===== src/logic/wb_pkg.sv =====
package wb_pkg;

    // *************************************************************************
    // line and beat geometry.
    // *************************************************************************
    localparam int PADDR_W     = 32;
    localparam int LINE_BYTES  = 32;
    localparam int BEAT_W      = 64;
    localparam int BEAT_BYTES  = BEAT_W / 8;
    localparam int BEATS       = LINE_BYTES / BEAT_BYTES;    // 4 beats per line.
    localparam int LINE_OFS_W  = $clog2(LINE_BYTES);
    localparam int LINE_ADDR_W = PADDR_W - LINE_OFS_W;
    localparam int BEAT_IDX_W  = $clog2(BEATS);
    localparam int LINE_W      = BEATS * BEAT_W;

    // *************************************************************************
    // vector types.
    // *************************************************************************
    typedef logic [PADDR_W-1:0] paddr_t;

    typedef logic [LINE_ADDR_W-1:0] line_addr_t;    // address without offset.

    typedef logic [BEAT_W-1:0] beat_t;

    typedef logic [LINE_W-1:0] line_t;    // beat 0 in the low bits.

    typedef logic [BEAT_IDX_W-1:0] beat_idx_t;

endpackage


===== src/logic/wb_fill_if.sv =====
interface wb_fill_if #(
    parameter int ENTRIES = 4
);
    import wb_pkg::*;

    localparam int SLOT_W = $clog2(ENTRIES);

    logic              ins_en;      // one cycle per dirty line.
    line_addr_t        ins_addr;
    line_t             ins_data;
    logic [SLOT_W-1:0] ins_slot;    // slot the next line lands in.
    logic              full;

    modport capture (output ins_en, ins_addr, ins_data, input full);
    modport queue (input ins_en, ins_addr, ins_data, output full, ins_slot);

endinterface


===== src/logic/wb_drain_if.sv =====
interface wb_drain_if;
    import wb_pkg::*;

    // drain_valid is a level, addr and data stay put until retire.
    logic       drain_valid;
    line_addr_t drain_addr;
    line_t      drain_data;
    logic       retire;    // one-cycle pulse, frees the presented entry.

    modport queue (
        output drain_valid, drain_addr, drain_data,
        input  retire
    );

    modport writer (
        input  drain_valid, drain_addr, drain_data,
        output retire
    );

endinterface


===== src/logic/victim_capture.sv =====
module victim_capture (
    input  logic           clk,
    input  logic           rst,
    input  logic           evict_valid,
    input  wb_pkg::paddr_t evict_addr,
    input  logic           evict_dirty,
    input  wb_pkg::beat_t  evict_data,
    output logic           evict_ready,
    wb_fill_if.capture     fill
);
    import wb_pkg::*;

    beat_idx_t  beat_cnt;
    line_t      line_buf;
    line_addr_t line_addr;
    logic       dirty_q;
    logic       pending;
    logic       line_dirty;
    logic       last_beat;
    logic       beat_acc;

    // beat 0 carries the dirty flag itself, later beats use the latched copy.
    assign line_dirty = (beat_cnt == '0) ? evict_dirty : dirty_q;
    assign last_beat  = (beat_cnt == beat_idx_t'(BEATS - 1));

    // a dirty last beat waits for a free slot, so the line never needs parking.
    assign evict_ready = !pending && !(last_beat && line_dirty && fill.full);
    assign beat_acc    = evict_valid && evict_ready;

    always_ff @(posedge clk or posedge rst) begin
        if (rst) begin
            beat_cnt <= '0;
            dirty_q  <= 1'b0;
            pending  <= 1'b0;
        end else begin
            if (beat_acc) begin
                beat_cnt <= last_beat ? '0 : beat_cnt + 1'b1;
                if (beat_cnt == '0) begin
                    dirty_q <= evict_dirty;
                end
                if (last_beat && line_dirty) begin
                    pending <= 1'b1;    // clean lines just fall away.
                end
            end
            if (fill.ins_en) begin
                pending <= 1'b0;
            end
        end
    end

    // line assembly.
    always_ff @(posedge clk) begin
        if (beat_acc) begin
            line_buf[beat_cnt*BEAT_W +: BEAT_W] <= evict_data;
            if (beat_cnt == '0) begin
                line_addr <= evict_addr[PADDR_W-1:LINE_OFS_W];
            end
        end
    end

    assign fill.ins_en   = pending && !fill.full;
    assign fill.ins_addr = line_addr;
    assign fill.ins_data = line_buf;

endmodule


===== src/logic/replace_queue.sv =====
module replace_queue #(
    parameter int ENTRIES = 4
) (
    input  logic           clk,
    input  logic           rst,
    wb_fill_if.queue       fill,
    wb_drain_if.queue      drain,
    input  wb_pkg::paddr_t lookup_addr,
    output logic           lookup_hit
);
    import wb_pkg::*;

    localparam int SLOT_W = $clog2(ENTRIES);

    line_addr_t         addr_q [ENTRIES];
    line_t              data_q [ENTRIES];
    logic [ENTRIES-1:0] valid_q;
    logic [ENTRIES-1:0] prior_q;
    logic [ENTRIES-1:0] valid_nxt;
    logic [ENTRIES-1:0] ins_mask;
    logic [ENTRIES-1:0] ret_mask;
    logic [ENTRIES-1:0] hit_vec;
    logic [ENTRIES-1:0] prior_valid;
    logic [SLOT_W-1:0]  free_idx;
    logic [SLOT_W-1:0]  valid_idx;
    logic [SLOT_W-1:0]  prior_idx;
    logic [SLOT_W-1:0]  sel_idx;
    logic [SLOT_W-1:0]  head_q;
    logic               full_q;
    logic               drain_valid_q;
    line_addr_t         lookup_line;

    // index of the lowest set bit, zero when none is set.
    function automatic logic [SLOT_W-1:0] lowest_set(input logic [ENTRIES-1:0] vec);
        logic [SLOT_W-1:0] idx;
        idx = '0;
        for (int i = ENTRIES - 1; i >= 0; i--) begin
            if (vec[i]) begin
                idx = SLOT_W'(i);
            end
        end
        return idx;
    endfunction

    // *************************************************************************
    // slot bookkeeping.
    // *************************************************************************
    assign free_idx      = lowest_set(~valid_q);
    assign fill.ins_slot = free_idx;
    assign fill.full     = full_q;

    always_comb begin
        ins_mask = '0;
        ret_mask = '0;
        if (fill.ins_en) begin
            ins_mask[fill.ins_slot] = 1'b1;
        end
        if (drain.retire) begin
            ret_mask[head_q] = 1'b1;
        end
        valid_nxt = (valid_q | ins_mask) & ~ret_mask;
    end

    always_ff @(posedge clk) begin
        if (fill.ins_en) begin
            addr_q[fill.ins_slot] <= fill.ins_addr;
            data_q[fill.ins_slot] <= fill.ins_data;
        end
    end

    // *************************************************************************
    // lookup against pending lines.
    // *************************************************************************
    assign lookup_line = lookup_addr[PADDR_W-1:LINE_OFS_W];

    for (genvar i = 0; i < ENTRIES; i++) begin : g_hit
        assign hit_vec[i] = valid_q[i] && (addr_q[i] == lookup_line);
    end

    // *************************************************************************
    // drain selection.
    // *************************************************************************
    assign prior_valid = valid_q & prior_q;
    assign prior_idx   = lowest_set(prior_valid);
    assign valid_idx   = lowest_set(valid_q);
    assign sel_idx     = (|prior_valid) ? prior_idx : valid_idx;    // promoted lines first.

    always_ff @(posedge clk or posedge rst) begin
        if (rst) begin
            valid_q       <= '0;
            prior_q       <= '0;
            full_q        <= 1'b0;
            lookup_hit    <= 1'b0;
            drain_valid_q <= 1'b0;
            head_q        <= '0;
        end else begin
            valid_q    <= valid_nxt;
            full_q     <= &valid_nxt;
            lookup_hit <= |hit_vec;
            prior_q    <= (prior_q | hit_vec) & ~ret_mask;    // retire wins over a hit.
            if (drain.retire) begin
                drain_valid_q <= 1'b0;
            end else if (!drain_valid_q && (|valid_q)) begin
                drain_valid_q <= 1'b1;
                head_q        <= sel_idx;
            end
        end
    end

    // the head slot is never rewritten while it is valid.
    assign drain.drain_valid = drain_valid_q;
    assign drain.drain_addr  = addr_q[head_q];
    assign drain.drain_data  = data_q[head_q];

endmodule


===== src/logic/axi_wb_writer.sv =====
module axi_wb_writer (
    input  logic           clk,
    input  logic           rst,
    wb_drain_if.writer     drain,
    output logic           aw_valid,
    output wb_pkg::paddr_t aw_addr,
    output logic [7:0]     aw_len,
    input  logic           aw_ready,
    output logic           w_valid,
    output wb_pkg::beat_t  w_data,
    output logic           w_last,
    input  logic           w_ready,
    input  logic           b_valid,
    output logic           b_ready
);
    import wb_pkg::*;

    typedef enum logic [1:0] {
        IDLE,
        ADDRESS,
        WRITE,
        WAIT_B
    } wb_state_e;

    wb_state_e state;
    beat_idx_t beat_cnt;
    logic      retire_q;

    always_ff @(posedge clk or posedge rst) begin
        if (rst) begin
            state    <= IDLE;
            aw_valid <= 1'b0;
            w_valid  <= 1'b0;
            w_last   <= 1'b0;
            beat_cnt <= '0;
            retire_q <= 1'b0;
        end else begin
            retire_q <= 1'b0;
            case (state)
                IDLE: begin
                    // drain_valid is still up in the cycle of the retire pulse.
                    if (drain.drain_valid && !retire_q) begin
                        aw_valid <= 1'b1;
                        state    <= ADDRESS;
                    end
                end
                ADDRESS: begin
                    if (aw_ready) begin
                        aw_valid <= 1'b0;
                        w_valid  <= 1'b1;
                        w_last   <= (BEATS == 1);
                        beat_cnt <= '0;
                        state    <= WRITE;
                    end
                end
                WRITE: begin
                    if (w_ready) begin
                        if (w_last) begin
                            w_valid <= 1'b0;
                            w_last  <= 1'b0;
                            state   <= WAIT_B;
                        end else begin
                            beat_cnt <= beat_cnt + 1'b1;
                            w_last   <= (beat_cnt == beat_idx_t'(BEATS - 2));
                        end
                    end
                end
                WAIT_B: begin
                    if (b_valid) begin
                        retire_q <= 1'b1;
                        state    <= IDLE;
                    end
                end
                default: begin
                    state <= IDLE;
                end
            endcase
        end
    end

    // *************************************************************************
    // channel outputs.
    // *************************************************************************
    assign aw_addr = {drain.drain_addr, {LINE_OFS_W{1'b0}}};    // line aligned.
    assign aw_len  = 8'(BEATS - 1);

    assign w_data = drain.drain_data[beat_cnt*BEAT_W +: BEAT_W];

    assign b_ready = 1'b1;

    assign drain.retire = retire_q;

endmodule


===== src/logic/wb_top.sv =====
module wb_top #(
    parameter int ENTRIES = 4
) (
    input  logic           clk,
    input  logic           rst,

    // eviction beats from the cache.
    input  logic           evict_valid,
    output logic           evict_ready,
    input  wb_pkg::paddr_t evict_addr,
    input  logic           evict_dirty,
    input  wb_pkg::beat_t  evict_data,

    // store and refill address check.
    input  wb_pkg::paddr_t lookup_addr,
    output logic           lookup_hit,
    output logic           queue_full,

    // AXI write address.
    output logic           aw_valid,
    input  logic           aw_ready,
    output wb_pkg::paddr_t aw_addr,
    output logic [7:0]     aw_len,

    // AXI write data.
    output logic           w_valid,
    input  logic           w_ready,
    output wb_pkg::beat_t  w_data,
    output logic           w_last,

    // AXI write response.
    input  logic           b_valid,
    output logic           b_ready
);

    wb_fill_if #(.ENTRIES(ENTRIES)) fill ();
    wb_drain_if drain ();

    victim_capture u_capture (
        .clk         (clk),
        .rst         (rst),
        .evict_valid (evict_valid),
        .evict_addr  (evict_addr),
        .evict_dirty (evict_dirty),
        .evict_data  (evict_data),
        .evict_ready (evict_ready),
        .fill        (fill.capture)
    );

    replace_queue #(.ENTRIES(ENTRIES)) u_queue (
        .clk         (clk),
        .rst         (rst),
        .fill        (fill.queue),
        .drain       (drain.queue),
        .lookup_addr (lookup_addr),
        .lookup_hit  (lookup_hit)
    );

    axi_wb_writer u_writer (
        .clk      (clk),
        .rst      (rst),
        .drain    (drain.writer),
        .aw_valid (aw_valid),
        .aw_addr  (aw_addr),
        .aw_len   (aw_len),
        .aw_ready (aw_ready),
        .w_valid  (w_valid),
        .w_data   (w_data),
        .w_last   (w_last),
        .w_ready  (w_ready),
        .b_valid  (b_valid),
        .b_ready  (b_ready)
    );

    assign queue_full = fill.full;

endmodule


===== config.mk =====
export PLATFORM = sky130hd
export DESIGN_NAME = wb_top
export DESIGN_NICKNAME = d
export VERILOG_FILES = /design/src/logic/wb_pkg.sv /design/src/logic/wb_fill_if.sv /design/src/logic/wb_drain_if.sv /design/src/logic/victim_capture.sv /design/src/logic/replace_queue.sv /design/src/logic/axi_wb_writer.sv /design/src/logic/wb_top.sv
export SDC_FILE = /design/constraint.sdc
export NUM_CORES = 1
export LEC_CHECK = 0
export ABC_AREA = 1
export BUFFER_PORTS_ARGS = -buffer_cell sky130_fd_sc_hd__buf_2
export CAP_MARGIN = 10
export CORE_ASPECT_RATIO = 0.6
export CORE_MARGIN = 5
export CORE_UTILIZATION = 45
export DETAILED_ROUTE_END_ITERATION = 10
export SYNTH_ARGS = -nofsm -noshare
export SYNTH_HDL_FRONTEND = slang
export SYNTH_SLANG_ARGS = --single-unit

===== constraint.sdc =====
create_clock -name clk -period 32.1 [get_ports clk]
set_input_delay 6.42 -clock clk [delete_from_list [all_inputs] [get_ports clk]]
set_output_delay 6.42 -clock clk [all_outputs]
set_load 0.05 [all_outputs]

# Word-level counts from Yosys, hierarchy flattened

Memories as Yosys holds them, arrays and structs flattened.
Index checks and enable logic that the tools add are counted.

Bits in writable memories: 1132
Input port bits: 135
ROM bits: 0
Bits in latches: 0
Register bits after elaboration: 308
Output and inout bits: 111
Memories: 2

Memories:

| memory         | words | bits a word | read ports | clocked after memory_dff | wr ports | line                | text |
|---|---|---|---|---|---|---|---|
| u_queue.data_q | 4     | 256         | 1          | 0                        | 1        | replace_queue.sv:16 | `line_t data_q [ENTRIES];` |
| u_queue.addr_q | 4     | 27          | 5          | 0                        | 1        | replace_queue.sv:15 | `line_addr_t addr_q [ENTRIES];` |

Shift-type cells: 3
Magnitude comparators: 4
Mux-type cells: 51
$add $sub $neg: 3
Multipliers: 0
Divide/modulo/power cells: 0
Reduce and logical (&&, ||, !) cells: 37
Bitwise gates (word level): 8
Equal/unequal tests: 15

Operators with widths:

| kind                                                    | number |
|---|---|
| bitwise mux 256 bit                                     | 1 |
| variable shift 64 x 34 -> 256 bit, first input constant | 1 |
| variable part select 256 x 9 -> 64 bit                  | 1 |
| variable part select 64 x 34 -> 256 bit                 | 1 |
| equality test 27 bit                                    | 4 |
| 2-to-1 mux 2 bit                                        | 22 |
| negator 8 -> 34 bit                                     | 1 |
| 2-to-1 mux 1 bit                                        | 19 |
| logical AND 1 bit                                       | 13 |
| bitwise AND 4 bit                                       | 3 |
| AND reduction 4 bit                                     | 3 |
| OR reduction 4 bit                                      | 3 |
| nonzero test 2 bit                                      | 5 |
| equality test 2 bit, second input constant              | 4 |
| 2-to-1 mux 4 bit                                        | 2 |
| inequality test 2 bit, second input constant            | 4 |
| inverter 4 bit                                          | 2 |
| bitwise OR 4 bit                                        | 2 |
| case mux 2 bit (4 select lines)                         | 1 |
| < comparator 2 x 3 -> 1 bit, second input constant      | 2 |
| case mux 1 bit (2 select lines)                         | 3 |
| AND reduction 2 bit                                     | 3 |
| AND reduction 3 bit                                     | 2 |
| logical NOT 1 bit                                       | 5 |
| other kinds (9)                                         | 14 |

# Depth between registers and ports, before layout

Gate-level depths: netlist of run 1.

Word-level depth: 13
Gate-level depth with buffers: 11
Mapped depth without buffers: 11

# Cells and area by module

A second synthesis of run 1 with hierarchy kept.

Cells, all modules: 3928
Area total of the unflattened synthesis: 55972.4 um^2

Modules (own cells, without submodules):

| module         | seq. area each (um^2) | cells each | area each (um^2) | instances |
|---|---|---|---|---|
| replace_queue  | 34317.9               | 2755       | 42628.4          | 1 |
| victim_capture | 8598.2                | 699        | 10425.0          | 1 |
| axi_wb_writer  | 200.2                 | 474        | 2919.0           | 1 |

# Worst setup path after synthesis of run 1

No wires, ideal clock.

Kind: register to register
Start: register u_queue.full_q (netlist: u_queue.fill.full)
End: memory u_queue.addr_q[3][0] (netlist bit), enable pin
Clock period less this slack: 21267 ps
Buffers on the path: 0
Data arrival time: 19991 ps
Path slack: 10833 ps
Stages on the path, launching flop included: 4
Cell sequence: dfrtp_1 nor2_1 inv_1 nor3_1

Word-level cells in the longest chain between the ends: 4

Ends and longest elaborated chain:

| element                                | line                 | text |
|---|---|---|
| start, declared                        | replace_queue.sv:29  | `logic full_q;` |
| start signal, assigned                 | replace_queue.sv:98  | `full_q <= &valid_nxt;` |
| logical NOT 1 bit                      | victim_capture.sv:61 | `assign fill.ins_en = pending && !fill.full;` |
| logical AND 1 bit                      | victim_capture.sv:61 |  |
| 2-to-1 mux 1 bit                       | replace_queue.sv:65  | `if (fill.ins_en) begin` |
| 2-to-1 mux 1 bit (implied by the code) | replace_queue.sv:66  | `addr_q[fill.ins_slot] <= fill.ins_addr;` |
| end, declared                          | replace_queue.sv:15  |  |

No other way between the ends.

# Worst setup path after layout of run 1

Start: input evict_dirty
End: output evict_ready

Word-level cells in the longest chain between the ends: 5

Ends and longest elaborated chain:

| element                        | line                 | text |
|---|---|---|
| start, declared                | wb_top.sv:11         | `input logic evict_dirty,` |
| 2-to-1 mux 1 bit               | victim_capture.sv:23 | `assign line_dirty = (beat_cnt == '0) ? evict_dirty : dirty_q;` |
| logical AND 1 bit (2 in a row) | victim_capture.sv:27 | `assign evict_ready = !pending && !(last_beat && line_dirty && fill.full);` |
| logical NOT 1 bit              | victim_capture.sv:27 |  |
| logical AND 1 bit              | victim_capture.sv:27 |  |
| end, declared                  | wb_top.sv:9          | `output logic evict_ready,` |

No other way between the ends.

==> key figures, run 1 <==
Timing
  • Setup Viol. Count Final: 0
  • Final Hold Vio Count: 0
  • Relative slew slack: 28.72%
  • Setup TNS: 0 ns
  • Final worst-path cycle share: 42.59%
  • Hold Slack: 0.4856 ns
  • Final slew viol count: 0
  • Crit path time final: 13.67 ns
  • Worst Max-Slew Pin Slew: 1.069 ns
  • Max frequency: 0.07315 GHz
  • Clock skew: 0.02605 ns
  • Setup WS post-layout: 18.43 ns
  • RSZ-0062 raised after global routing: false

Placement
  • Gp weighted congestion: 0.9044
  • Hpwl dp: 74380 µm
  • Pre-CTS setup slack: 18.40 ns
  • Count of port buffers added during placement: 221

Setup path
  • Critical Path Max Stage Delay: 0.20 ns
  • CP arrival: 7.25 ns
  • Crit path kind: input port to output pin
  • CP Buf/Inv Count: 4
  • Startpoint Class: input port
  • Max FO, Critical Path: 2
  • Most used cell, CP: nand2_1
  • CP delay by family, top: buffers and inverters
  • Slowest stage cell on the critical path: buf_2
  • Cells along the critical path: buf_2 -> inv_1 -> nand2_1 -> o21ai_0 -> nor2_1 -> nand2_1 -> nand2_1 -> inv_1 -> buf_2
  • Worst Path Required: 25.68 ns
  • CP Capture Type: output pin

Worst hold path
  • Hold Path Class: flop to flop

Clock tree
  • Max Buffers Root-to-Sink: 3
  • Skew-Pair Late Insertion Delay: 0.76 ns
  • Hold-fix buffers, CTS: 0
  • Clock slew at reported path FFs: 0.06 ns
  • CTS Sinks: 1440
  • Post-CTS Setup Repair Bufs: 0
  • H-tree levels: 4
  • TritonCTS clock tree: built
  • Root Buffer: clkbuf_16
  • # resized after CTS: 0
  • Cts bufs inserted: 136

Pwr
  • PD cells: 97.88 nW/µm²
  • Leak Pwr: 0.02237 µW
  • Peak supply drop: 0.06383 mV

Layout
  • Commonest non-fill, non-tap cell in the layout: nand2_1
  • Layout cell share with drive strength beyond 1: 10.53%
  • Nets: 4601
  • Most frequent cells in the layout: nand2_1 (1418), edfxtp_1 (1415), nor2_1 (227), inv_1 (223), buf_2 (221)
  • Area Growth Syn to Fin: 12.92%

Floorplanning
  • Die Ht: 282.7 µm
  • Die ar.: 131300 µm²
  • Core area: 123500 µm²
  • Ports: 246
  • Starting Density: 45.16%
  • Die width: 464.5 µm
  • Row count: 100

Logic synthesis
  • Synth area leaders: edfxtp_1 (76%), nand2_1 (9.6%), nand4_1 (1.6%)
  • Netlist cell types: 26
  • Synth Area in XOR/XNOR: 0.2042%
  • Synthesized cell area: 55770 µm²
  • Top-area cell type share of the netlist area: 76.19%
  • Cells after Synth: 4255
  • Yosys top cell by area: edfxtp_1
  • Simple-gate share of the synthesized area: 15.13%
  • Adder-cell area share of the yosys netlist: 0.2468%
  • Yosys reg bits: 1440
  • Post-synthesis mux area share: 0.01795%
  • Ys Warns: 0
  • Largest family of logic cells by synthesized area: simple AND/OR/NAND/NOR gates
  • Seq/Total Area, Yosys: 77.31%
  • Syn Area/Cell: 13.11 µm²
  • Compound-Gate Fraction of Synth Area: 3.720%

Job
  • Max_cap viols: 0

Route
  • Total vias in the final route: 33650
  • DRT iter0 DRCs: 3130
  • Drt drc: 0
  • ANT nets after route: 0
  • Routed WL: 144600 µm
  • DR vias/cell: 5.428
  • Initial DRT Pass Iterations: 6
  • Post-DR wirelength/cell: 23.32 µm

GRT
  • Largest net degree at the start of global routing: 150
  • Antenna violations before repair: 12
  • GRT overflow: 0
  • Total Routing Usage GR: 21.75%
  • First-pass GRT wire length: 212700 µm
  • Number of global-route vias before repair: 32180

Outcome
  • Status: finished, final reports clean
-- layout make-up --
| cell class | instances | area, µm² |
|---|---|---|
| multi-input cells | 2377 | 10910 |
| flip-flops and latches | 1440 | 43120 |
| diodes | 2 | 5.005 |
| clock buffers | 172 | 3666 |
| well taps | 1632 | 2042 |
| repair buffers | 268 | 1534 |
| clock inverters | 77 | 788.3 |
| fillers | 10370 | 60520 |
| inverters | 232 | 908.4 |
-- Yosys cell counts --
| cell type | number |
|---|---|
| inv_1 | 227 |
| nand3_1 | 129 |
| ha_1 | 11 |
| buf_2 | 103 |
| nor3_1 | 131 |
| or2_2 | 1 |
| nand2_1 | 1420 |
| edfxtp_1 | 1415 |
| buf_1 | 19 |
| conb_1 | 2 |
| a21oi_1 | 11 |
| buf_4 | 14 |
| dfrtp_1 | 25 |
| a22oi_1 | 90 |
| nor2_4 | 2 |
| mux2i_1 | 1 |
| nor2_1 | 234 |
| xnor2_1 | 13 |
| clkinv_1 | 1 |
| o221ai_1 | 80 |
| clkbuf_1 | 82 |
| nand4_1 | 144 |
| o21ai_0 | 24 |
| inv_2 | 4 |
| o211ai_1 | 58 |
| o22ai_1 | 14 |
-- state kept, by name, summed over array words and instances (netlist names), 2 cells and up --
signal and flops:
u_writer.state 2, u_capture.beat_cnt 2, u_queue.prior_q 4, u_capture.fill.ins_addr 27
u_queue.addr_q 108, u_queue.valid_q 4, u_writer.beat_cnt 2, u_queue.head_q 2
u_queue.data_q 1024, u_capture.fill.ins_data 256
-- where the power goes --
group,total (µW),leakage (µW),internal (µW),switching (µW)
logic,1940,0.00699,398,1540
clock network,1620,0.00216,927,693
registers,2600,0.0132,2470,131
-- layer usage --
metal / routed length (µm) / vias to the layer above / track usage [%]
li1: - / 15490 / -
met1: 62990 / 16670 / 31.02
met2: 66370 / 1286 / 34.29
met3: 11810 / 214 / 4.376
met4: 3432 / 0 / 6.454
met5: 0 / - / 0
-- cells by family (layout without fill, tap and decap cells) --
logic type,count (synthesis),count (layout)
and+or+nand+nor,2061,2061
DFF,1440,1440
other,2,16
AOI/OAI and AO/OA,277,277
muxes,1,1
xor gates and xnor gates,13,13
buffers and inverters,450,749
adders and majority gates,11,11
-- path summary, 6_finish.rpt --
path                                                   startpoint                                     end  slack [ns]  depth (start not counted)
max in group asynchronous                                     rst        u_writer.beat_cnt[0]$_DFFE_PP0P_       25.41                          2
min in group asynchronous                                     rst           u_writer.aw_valid$_DFFE_PP0P_        5.92                          2
min                        u_capture.fill.ins_data[237]$_DFFE_PP_        u_queue.data_q[3][237]$_DFFE_PP_        0.49                          0
max reg2reg                     u_capture.beat_cnt[0]$_DFFE_PP0P_  u_capture.fill.ins_data[210]$_DFFE_PP_       27.83                         11
max                                                   evict_dirty                             evict_ready       18.43                          9
min reg2reg                u_capture.fill.ins_data[237]$_DFFE_PP_        u_queue.data_q[3][237]$_DFFE_PP_        0.49                          0
-- per-stage QoR --
| step | instance area [µm²] | instances | util, % | total power [µW] |
|---|---|---|---|---|
| finish | 62980 | 6200 | 50.99 | 6164 |
| CTS | 62970 | 6198 | 50.99 | 6217 |
| global route | 62980 | 6200 | 50.99 | 6435 |
| floorplan | 55810 | 4267 | - | 3944 |
| global placement | 58520 | 5949 | 47.38 | 4582 |
| detailed placement | 58520 | 5949 | 47.38 | 4600 |
No activity file was read; power rests on OpenSTA's default activity.
==> run 2, diff against run 1 <==
Settings changed: ABC_AREA 1 to 0.
Clock period 32.1 ns to 11 ns, I/O delays scaled along.
==> run 2 against run 1 <==
  * Synthesized cell count down 42%
  * First-iteration DRC count down 35%
  * Hold slack better by 0.0029 ns
  * Highest routed layer is now met5
  * Sequential power rose to 2.7 times the previous value
  * Largest cell class unchanged
  * Clock skew up 0.0017 ns
  * Critical path depth down 4
==> key figures, run 2 <==
Layout
  • Most frequent cells in the layout: edfxtp_1 (1415), mux4_2 (347), and2_1 (259), buf_2 (221), clkbuf_16 (141)
  • Filler cells: 9489
  • Layout cell share with drive strength beyond 1: 29.00%
  • Largest register by flop count: u_queue.data_q
  • Max reg flops: 1024
  • Commonest non-fill, non-tap cell in the layout: edfxtp_1
  • Nets: 2865
  • Area Growth Syn to Fin: 13.24%
  • Final non-filler cell total: 4449

Timing
  • Final Hold Vio Count: 0
  • Final worst-path cycle share: 58.71%
  • Clock skew: 0.02772 ns
  • Final slew viol count: 0
  • Worst Max-Slew Pin Slew: 1.170 ns
  • Max frequency: 0.1549 GHz
  • Relative slew slack: 22.01%
  • Setup Viol. Count Final: 0
  • RSZ-0062 raised after global routing: false
  • Crit path time final: 6.458 ns

Route
  • Total vias in the final route: 24440
  • Initial DRT Pass Iterations: 5
  • ANT nets after route: 0
  • DR vias/cell: 5.494
  • Drt drc: 0
  • Routed WL: 116600 µm
  • Post-DR wirelength/cell: 26.20 µm
  • DRT iter0 DRCs: 2039

Setup path
  • Max FO, Critical Path: 33
  • CP arrival: 4.26 ns
  • Startpoint Class: flop
  • Worst Path Required: 8.80 ns
  • Worst R2R Start: u_queue.fill.full$_DFF_PP0_
  • CP Capture Type: output pin
  • End of the worst register-to-register path: u_queue.data_q[3][66]$_DFFE_PP_
  • FF-to-FF setup slack: 6.74 ns
  • Crit path kind: flop to output pin
  • FF-to-FF path depth: 6

GRT
  • Total Routing Usage GR: 18.29%
  • Number of global-route vias before repair: 26390
  • First-pass GRT wire length: 173400 µm
  • Antenna violations before repair: 17
  • GRT overflow: 0
  • Largest net degree at the start of global routing: 130

Worst hold path
  • Hold depth: 0
  • Min-delay src: u_capture.fill.ins_data[108]$_DFFE_PP_
  • Hold EP: u_queue.data_q[3][108]$_DFFE_PP_
  • Hold Path Class: flop to flop

Floorplanning
  • Ports: 246
  • Die width: 461.9 µm
  • Starting Density: 45.32%
  • Die Ht: 281.1 µm
  • Row count: 99
  • Die ar.: 129800 µm²
  • Core area: 121600 µm²

Logic synthesis
  • Cells after Synth: 2449
  • Top-area cell type share of the netlist area: 77.07%
  • Async S/R FF share, synth: 1.736%
  • Ys Warns: 0
  • Most frequent cell after synthesis: edfxtp_1
  • Syn Area/Cell: 22.51 µm²
  • Dominant synthesized flop cell: edfxtp_1
  • Netlist cell types: 41
  • Post-synth EDFFs: 1415
  • Seq/Total Area, Yosys: 78.21%
  • Synthesized cell area: 55130 µm²
  • Yosys top cell by area: edfxtp_1
  • Synth cell count leaders: edfxtp_1 (1415), mux4_2 (347), and2_1 (259)
  • Synth area leaders: edfxtp_1 (77%), mux4_2 (14%), and2_1 (2.9%)
  • Yosys reg bits: 1440

Clock tree
  • Skew-Pair Late Insertion Delay: 0.74 ns
  • TritonCTS clock tree: built
  • CTS Sinks: 1440
  • Root Buffer: clkbuf_16
  • Max Buffers Root-to-Sink: 3
  • H-tree levels: 4
  • # resized after CTS: 0
  • Cts bufs inserted: 136
  • Hold-fix buffers, CTS: 0
  • Clock slew at reported path FFs: 0.07 ns
  • Post-CTS Setup Repair Bufs: 0

Outcome
  • Status: finished, final reports clean

Pwr
  • PD cells: 249.1 nW/µm²
  • Leak Pwr: 0.01972 µW
  • Peak supply drop: 0.1683 mV
  • Total power: 15550 µW

Placement
  • Hpwl dp: 61210 µm
  • Placed cell count: 4197
  • Gp weighted congestion: 0.8523
  • Count of port buffers added during placement: 221

Job
  • Max_cap viols: 0
-- run 2: critical path, stage by stage, from the launching register on --
cell     delay [ns]
dfrtp_4        0.80
buf_4          0.59
buf_4          0.67
mux4_2         0.60
mux4_2         0.55
buf_2          0.25
-- run 2: logic make-up after synthesis --
| logic type | after synthesis | synth area share [%] |
|---|---|---|
| buffers and inverters | 157 | 1.353 |
| AOI/OAI and AO/OA | 32 | 0.3768 |
| DFF | 1440 | 78.21 |
| and+or+nand+nor | 348 | 3.829 |
| adders and majority gates | 11 | 0.2496 |
| xor gates and xnor gates | 108 | 1.716 |
| muxes | 351 | 14.26 |
| other | 2 | 0.01362 |
-- run 2: report_power, final --
| group | total [µW] | internal, µW | switching (µW) |
|---|---|---|---|
| combinational | 3890 | 1400 | 2490 |
| sequential | 7080 | 6720 | 351 |
| clock | 4590 | 2630 | 1970 |
-- run 2: how the worst max path moves through the flow --
stage	start	endpoint	slack (ns)
final	u_queue.head_q[0]$_DFFE_PP0P_	w_data[36]	4.54
after global routing	u_queue.head_q[0]$_DFFE_PP0P_	w_data[36]	4.18
after floorplan	u_queue.fill.full$_DFF_PP0_	u_queue.addr_q[2][0]$_DFFE_PP_	-1.61
after global placement	u_queue.head_q[0]$_DFFE_PP0P_	w_data[36]	5.17
after detailed placement	u_queue.head_q[0]$_DFFE_PP0P_	w_data[36]	5.14
after CTS	u_queue.head_q[0]$_DFFE_PP0P_	w_data[36]	4.31
-- run 2: routing by layer --
layer	track usage, %	wire (µm)	vias to the layer above
met5	0	58	-
met4	5.231	2489	8
met3	3.286	6246	179
met2	30.49	58600	678
met1	25.04	49180	13050
li1	-	-	10530
-- run 2: area by class of cell --
type | count | area, µm² | area share [%]
Multi-Input combinational cell | 864 | 11390 | 18.25
Inverter | 15 | 56.30 | 0.09019
Clock buffer | 171 | 3661 | 5.864
Clock inverter | 76 | 690.7 | 1.106
Tap cell | 1616 | 2022 | 3.239
Timing Repair Buffer | 262 | 1464 | 2.345
Sequential cell | 1440 | 43130 | 69.09
Antenna cell | 5 | 12.51 | 0.02004
-- run 2: stage by stage --
step                worst slack, ns  hold WS [ns]  area (µm²)  setup TNS (ns)  util [%]
CTS                           4.309        0.4792       62420               0     51.31
finish                        4.542        0.4885       62430               0     51.32
detailed placement            5.144        0.4779       58070               0     47.74
global placement              5.168        0.4638       58070               0     47.74
global route                  4.176        0.5048       62420               0     51.32
floorplan                    -1.606        0.4541       55190         -454.44         -
==> run 3, diff against run 2 <==
Clock period 11 ns to 5.45 ns, I/O delays scaled along.
==> run 3 against run 2 <==
  * Final cell count grew 0.38%
  * Non-clock buffer count grew 19
  * Clock power up 110%
  * Sequential share of layout area shrank 0.61 points
  * Via count grew 0.75%
  * Power rose by 100%
  * Global-route usage increased by 0.15 points
  * First-iteration DRC count increased by 12%
  * Routed wire length increased by 0.88%
  * Clock skew fell by 0.0063 ns
  * Utilization is 0.46 points higher
  * Count of clock-buffer cells in the layout down 7
  * Critical endpoint is now w_data[30]
  * Largest power group unchanged
==> key figures, run 3 (synthesized netlist as in run 2, its figures left out) <==
Layout
  • Most frequent cells in the layout: edfxtp_1 (1415), mux4_2 (347), and2_1 (259), buf_2 (221), clkbuf_16 (140)
  • Layout cell share with drive strength beyond 1: 29.89%
  • Max reg flops: 1024
  • Area Growth Syn to Fin: 14.25%
  • Largest register by flop count: u_queue.data_q
  • Nets: 2883
  • Commonest non-fill, non-tap cell in the layout: edfxtp_1

Timing
  • Relative slew slack: 25.40%
  • RSZ-0062 raised after global routing: false
  • Final worst-path cycle share: 85.28%
  • Max frequency: 0.2152 GHz
  • Setup TNS: 0 ns
  • Hold Slack: 0.3103 ns
  • Final Hold Vio Count: 0
  • Final slew viol count: 0
  • Setup Viol. Count Final: 0
  • Crit path time final: 4.648 ns
  • Clock skew: 0.02143 ns
  • Worst Max-Slew Pin Slew: 1.119 ns

Placement
  • Gp weighted congestion: 0.8521
  • Hpwl dp: 64280 µm
  • Count of port buffers added during placement: 221

Route
  • Total vias in the final route: 24630
  • DR vias/cell: 5.515
  • ANT nets after route: 0
  • Initial DRT Pass Iterations: 5
  • Routed WL: 117600 µm
  • Drt drc: 0
  • Post-DR wirelength/cell: 26.33 µm
  • DRT iter0 DRCs: 2282

Floorplanning
  • Ports: 246
  • Die width: 461.9 µm
  • Die Ht: 281.1 µm
  • Core area: 121600 µm²
  • Row count: 99
  • Starting Density: 45.32%
  • Die ar.: 129800 µm²

GRT
  • Antenna violations before repair: 24
  • First-pass GRT wire length: 175400 µm
  • GRT overflow: 0
  • Number of global-route vias before repair: 26420
  • Largest net degree at the start of global routing: 118
  • Total Routing Usage GR: 18.44%

Worst hold path
  • Hold Path Class: input port to async pin

Pwr
  • PD cells: 504.8 nW/µm²
  • Total power: 31800 µW
  • Leak Pwr: 0.01996 µW
  • Peak supply drop: 0.3776 mV

Clock tree
  • Root Buffer: clkbuf_16
  • Clock slew at reported path FFs: 0.06 ns
  • Max Buffers Root-to-Sink: 3
  • CTS Sinks: 1440
  • Post-CTS Setup Repair Bufs: 0
  • Cts bufs inserted: 135
  • Skew-Pair Late Insertion Delay: 0.74 ns
  • # resized after CTS: 0
  • H-tree levels: 4
  • Hold-fix buffers, CTS: 0
  • TritonCTS clock tree: built

Setup path
  • Crit path capture: w_data[30]
  • FF-to-FF setup slack: 1.90 ns
  • FF-to-FF path depth: 6
  • Crit path from: u_queue.head_q[0]$_DFFE_PP0P_
  • End of the worst register-to-register path: u_capture.fill.ins_addr[25]$_DFFE_PP_
  • Crit path kind: flop to output pin
  • Max FO, Critical Path: 37
  • Startpoint Class: flop
  • Worst Path Required: 4.36 ns
  • Worst R2R Start: u_capture.beat_cnt[0]$_DFFE_PP0P_
  • CP arrival: 3.56 ns
  • CP Capture Type: output pin

Job
  • Max_cap viols: 0

Outcome
  • Status: finished, final reports clean
[run 3: cell types whose count changed in the layout (fill, tap and decap cells not counted), moves of 3 or more]
cell       before  now
bufinv_16      11   17
clkbuf_1       28   24
buf_12          4   24
clkinv_2       21   24
clkinv_1       28   21
clkinv_4        0    3
[run 3: worst min-delay path by stage]
stage / start / to / cells past startpoint
after floorplan: u_capture.dirty_q$_DFFE_PP0P_ / u_capture.dirty_q$_DFFE_PP0P_ / 1
after global placement: u_capture.fill.ins_data[226]$_DFFE_PP_ / u_queue.data_q[3][226]$_DFFE_PP_ / 0
after detailed placement: u_capture.fill.ins_data[119]$_DFFE_PP_ / u_queue.data_q[2][119]$_DFFE_PP_ / 0
after CTS: evict_addr[26] / u_capture.fill.ins_addr[21]$_DFFE_PP_ / 1
after global routing: rst / u_writer.w_valid$_DFFE_PP0P_ / 2
final: rst / u_writer.w_valid$_DFFE_PP0P_ / 2
[run 3: where the power goes]
group	internal, µW	switching, µW
Combinational	2950	5050
Sequential	13600	721
Clock	5530	3990
Total	22000	9760
[run 3: worst max-delay path, cell delays in order, from the launching register on]
cell and delay, ns:
dfrtp_4 1.03, buf_12 0.35, mux4_2 0.56, mux4_2 0.53, buf_2 0.24
[run 3: stage by stage]
stage               area (µm²)  setup slack [ns]  cells  utilization, %
global route             62980            0.6038   4463           51.78
floorplan                55240            -2.528   2461               -
detailed placement       58470             1.501   4215           48.07
finish                   62990            0.8021   4466           51.78
global placement         58470             1.498   4215           48.07
CTS                      62940            0.6552   4459           51.75
[run 3: cell type report]
cell class	count	area, µm²
Fill cell	9381	58650
Sequential cell	1440	43130
Multi-Input combinational cell	864	11410
Clock buffer	164	3593
Tap cell	1616	2022
Timing Repair Buffer	281	1877
Clock inverter	80	883.3
Inverter	15	56.30
Antenna cell	6	15.01
[run 3: per-layer routing]
| metal | global-route usage [%] | up-vias | routed length [µm] |
|---|---|---|---|
| met3 | 3.710 | 184 | 7355 |
| met5 | 0 | - | 41 |
| met2 | 29.68 | 731 | 58110 |
| met1 | 25.89 | 13110 | 49600 |
| met4 | 5.408 | 8 | 2483 |
| li1 | - | 10590 | - |
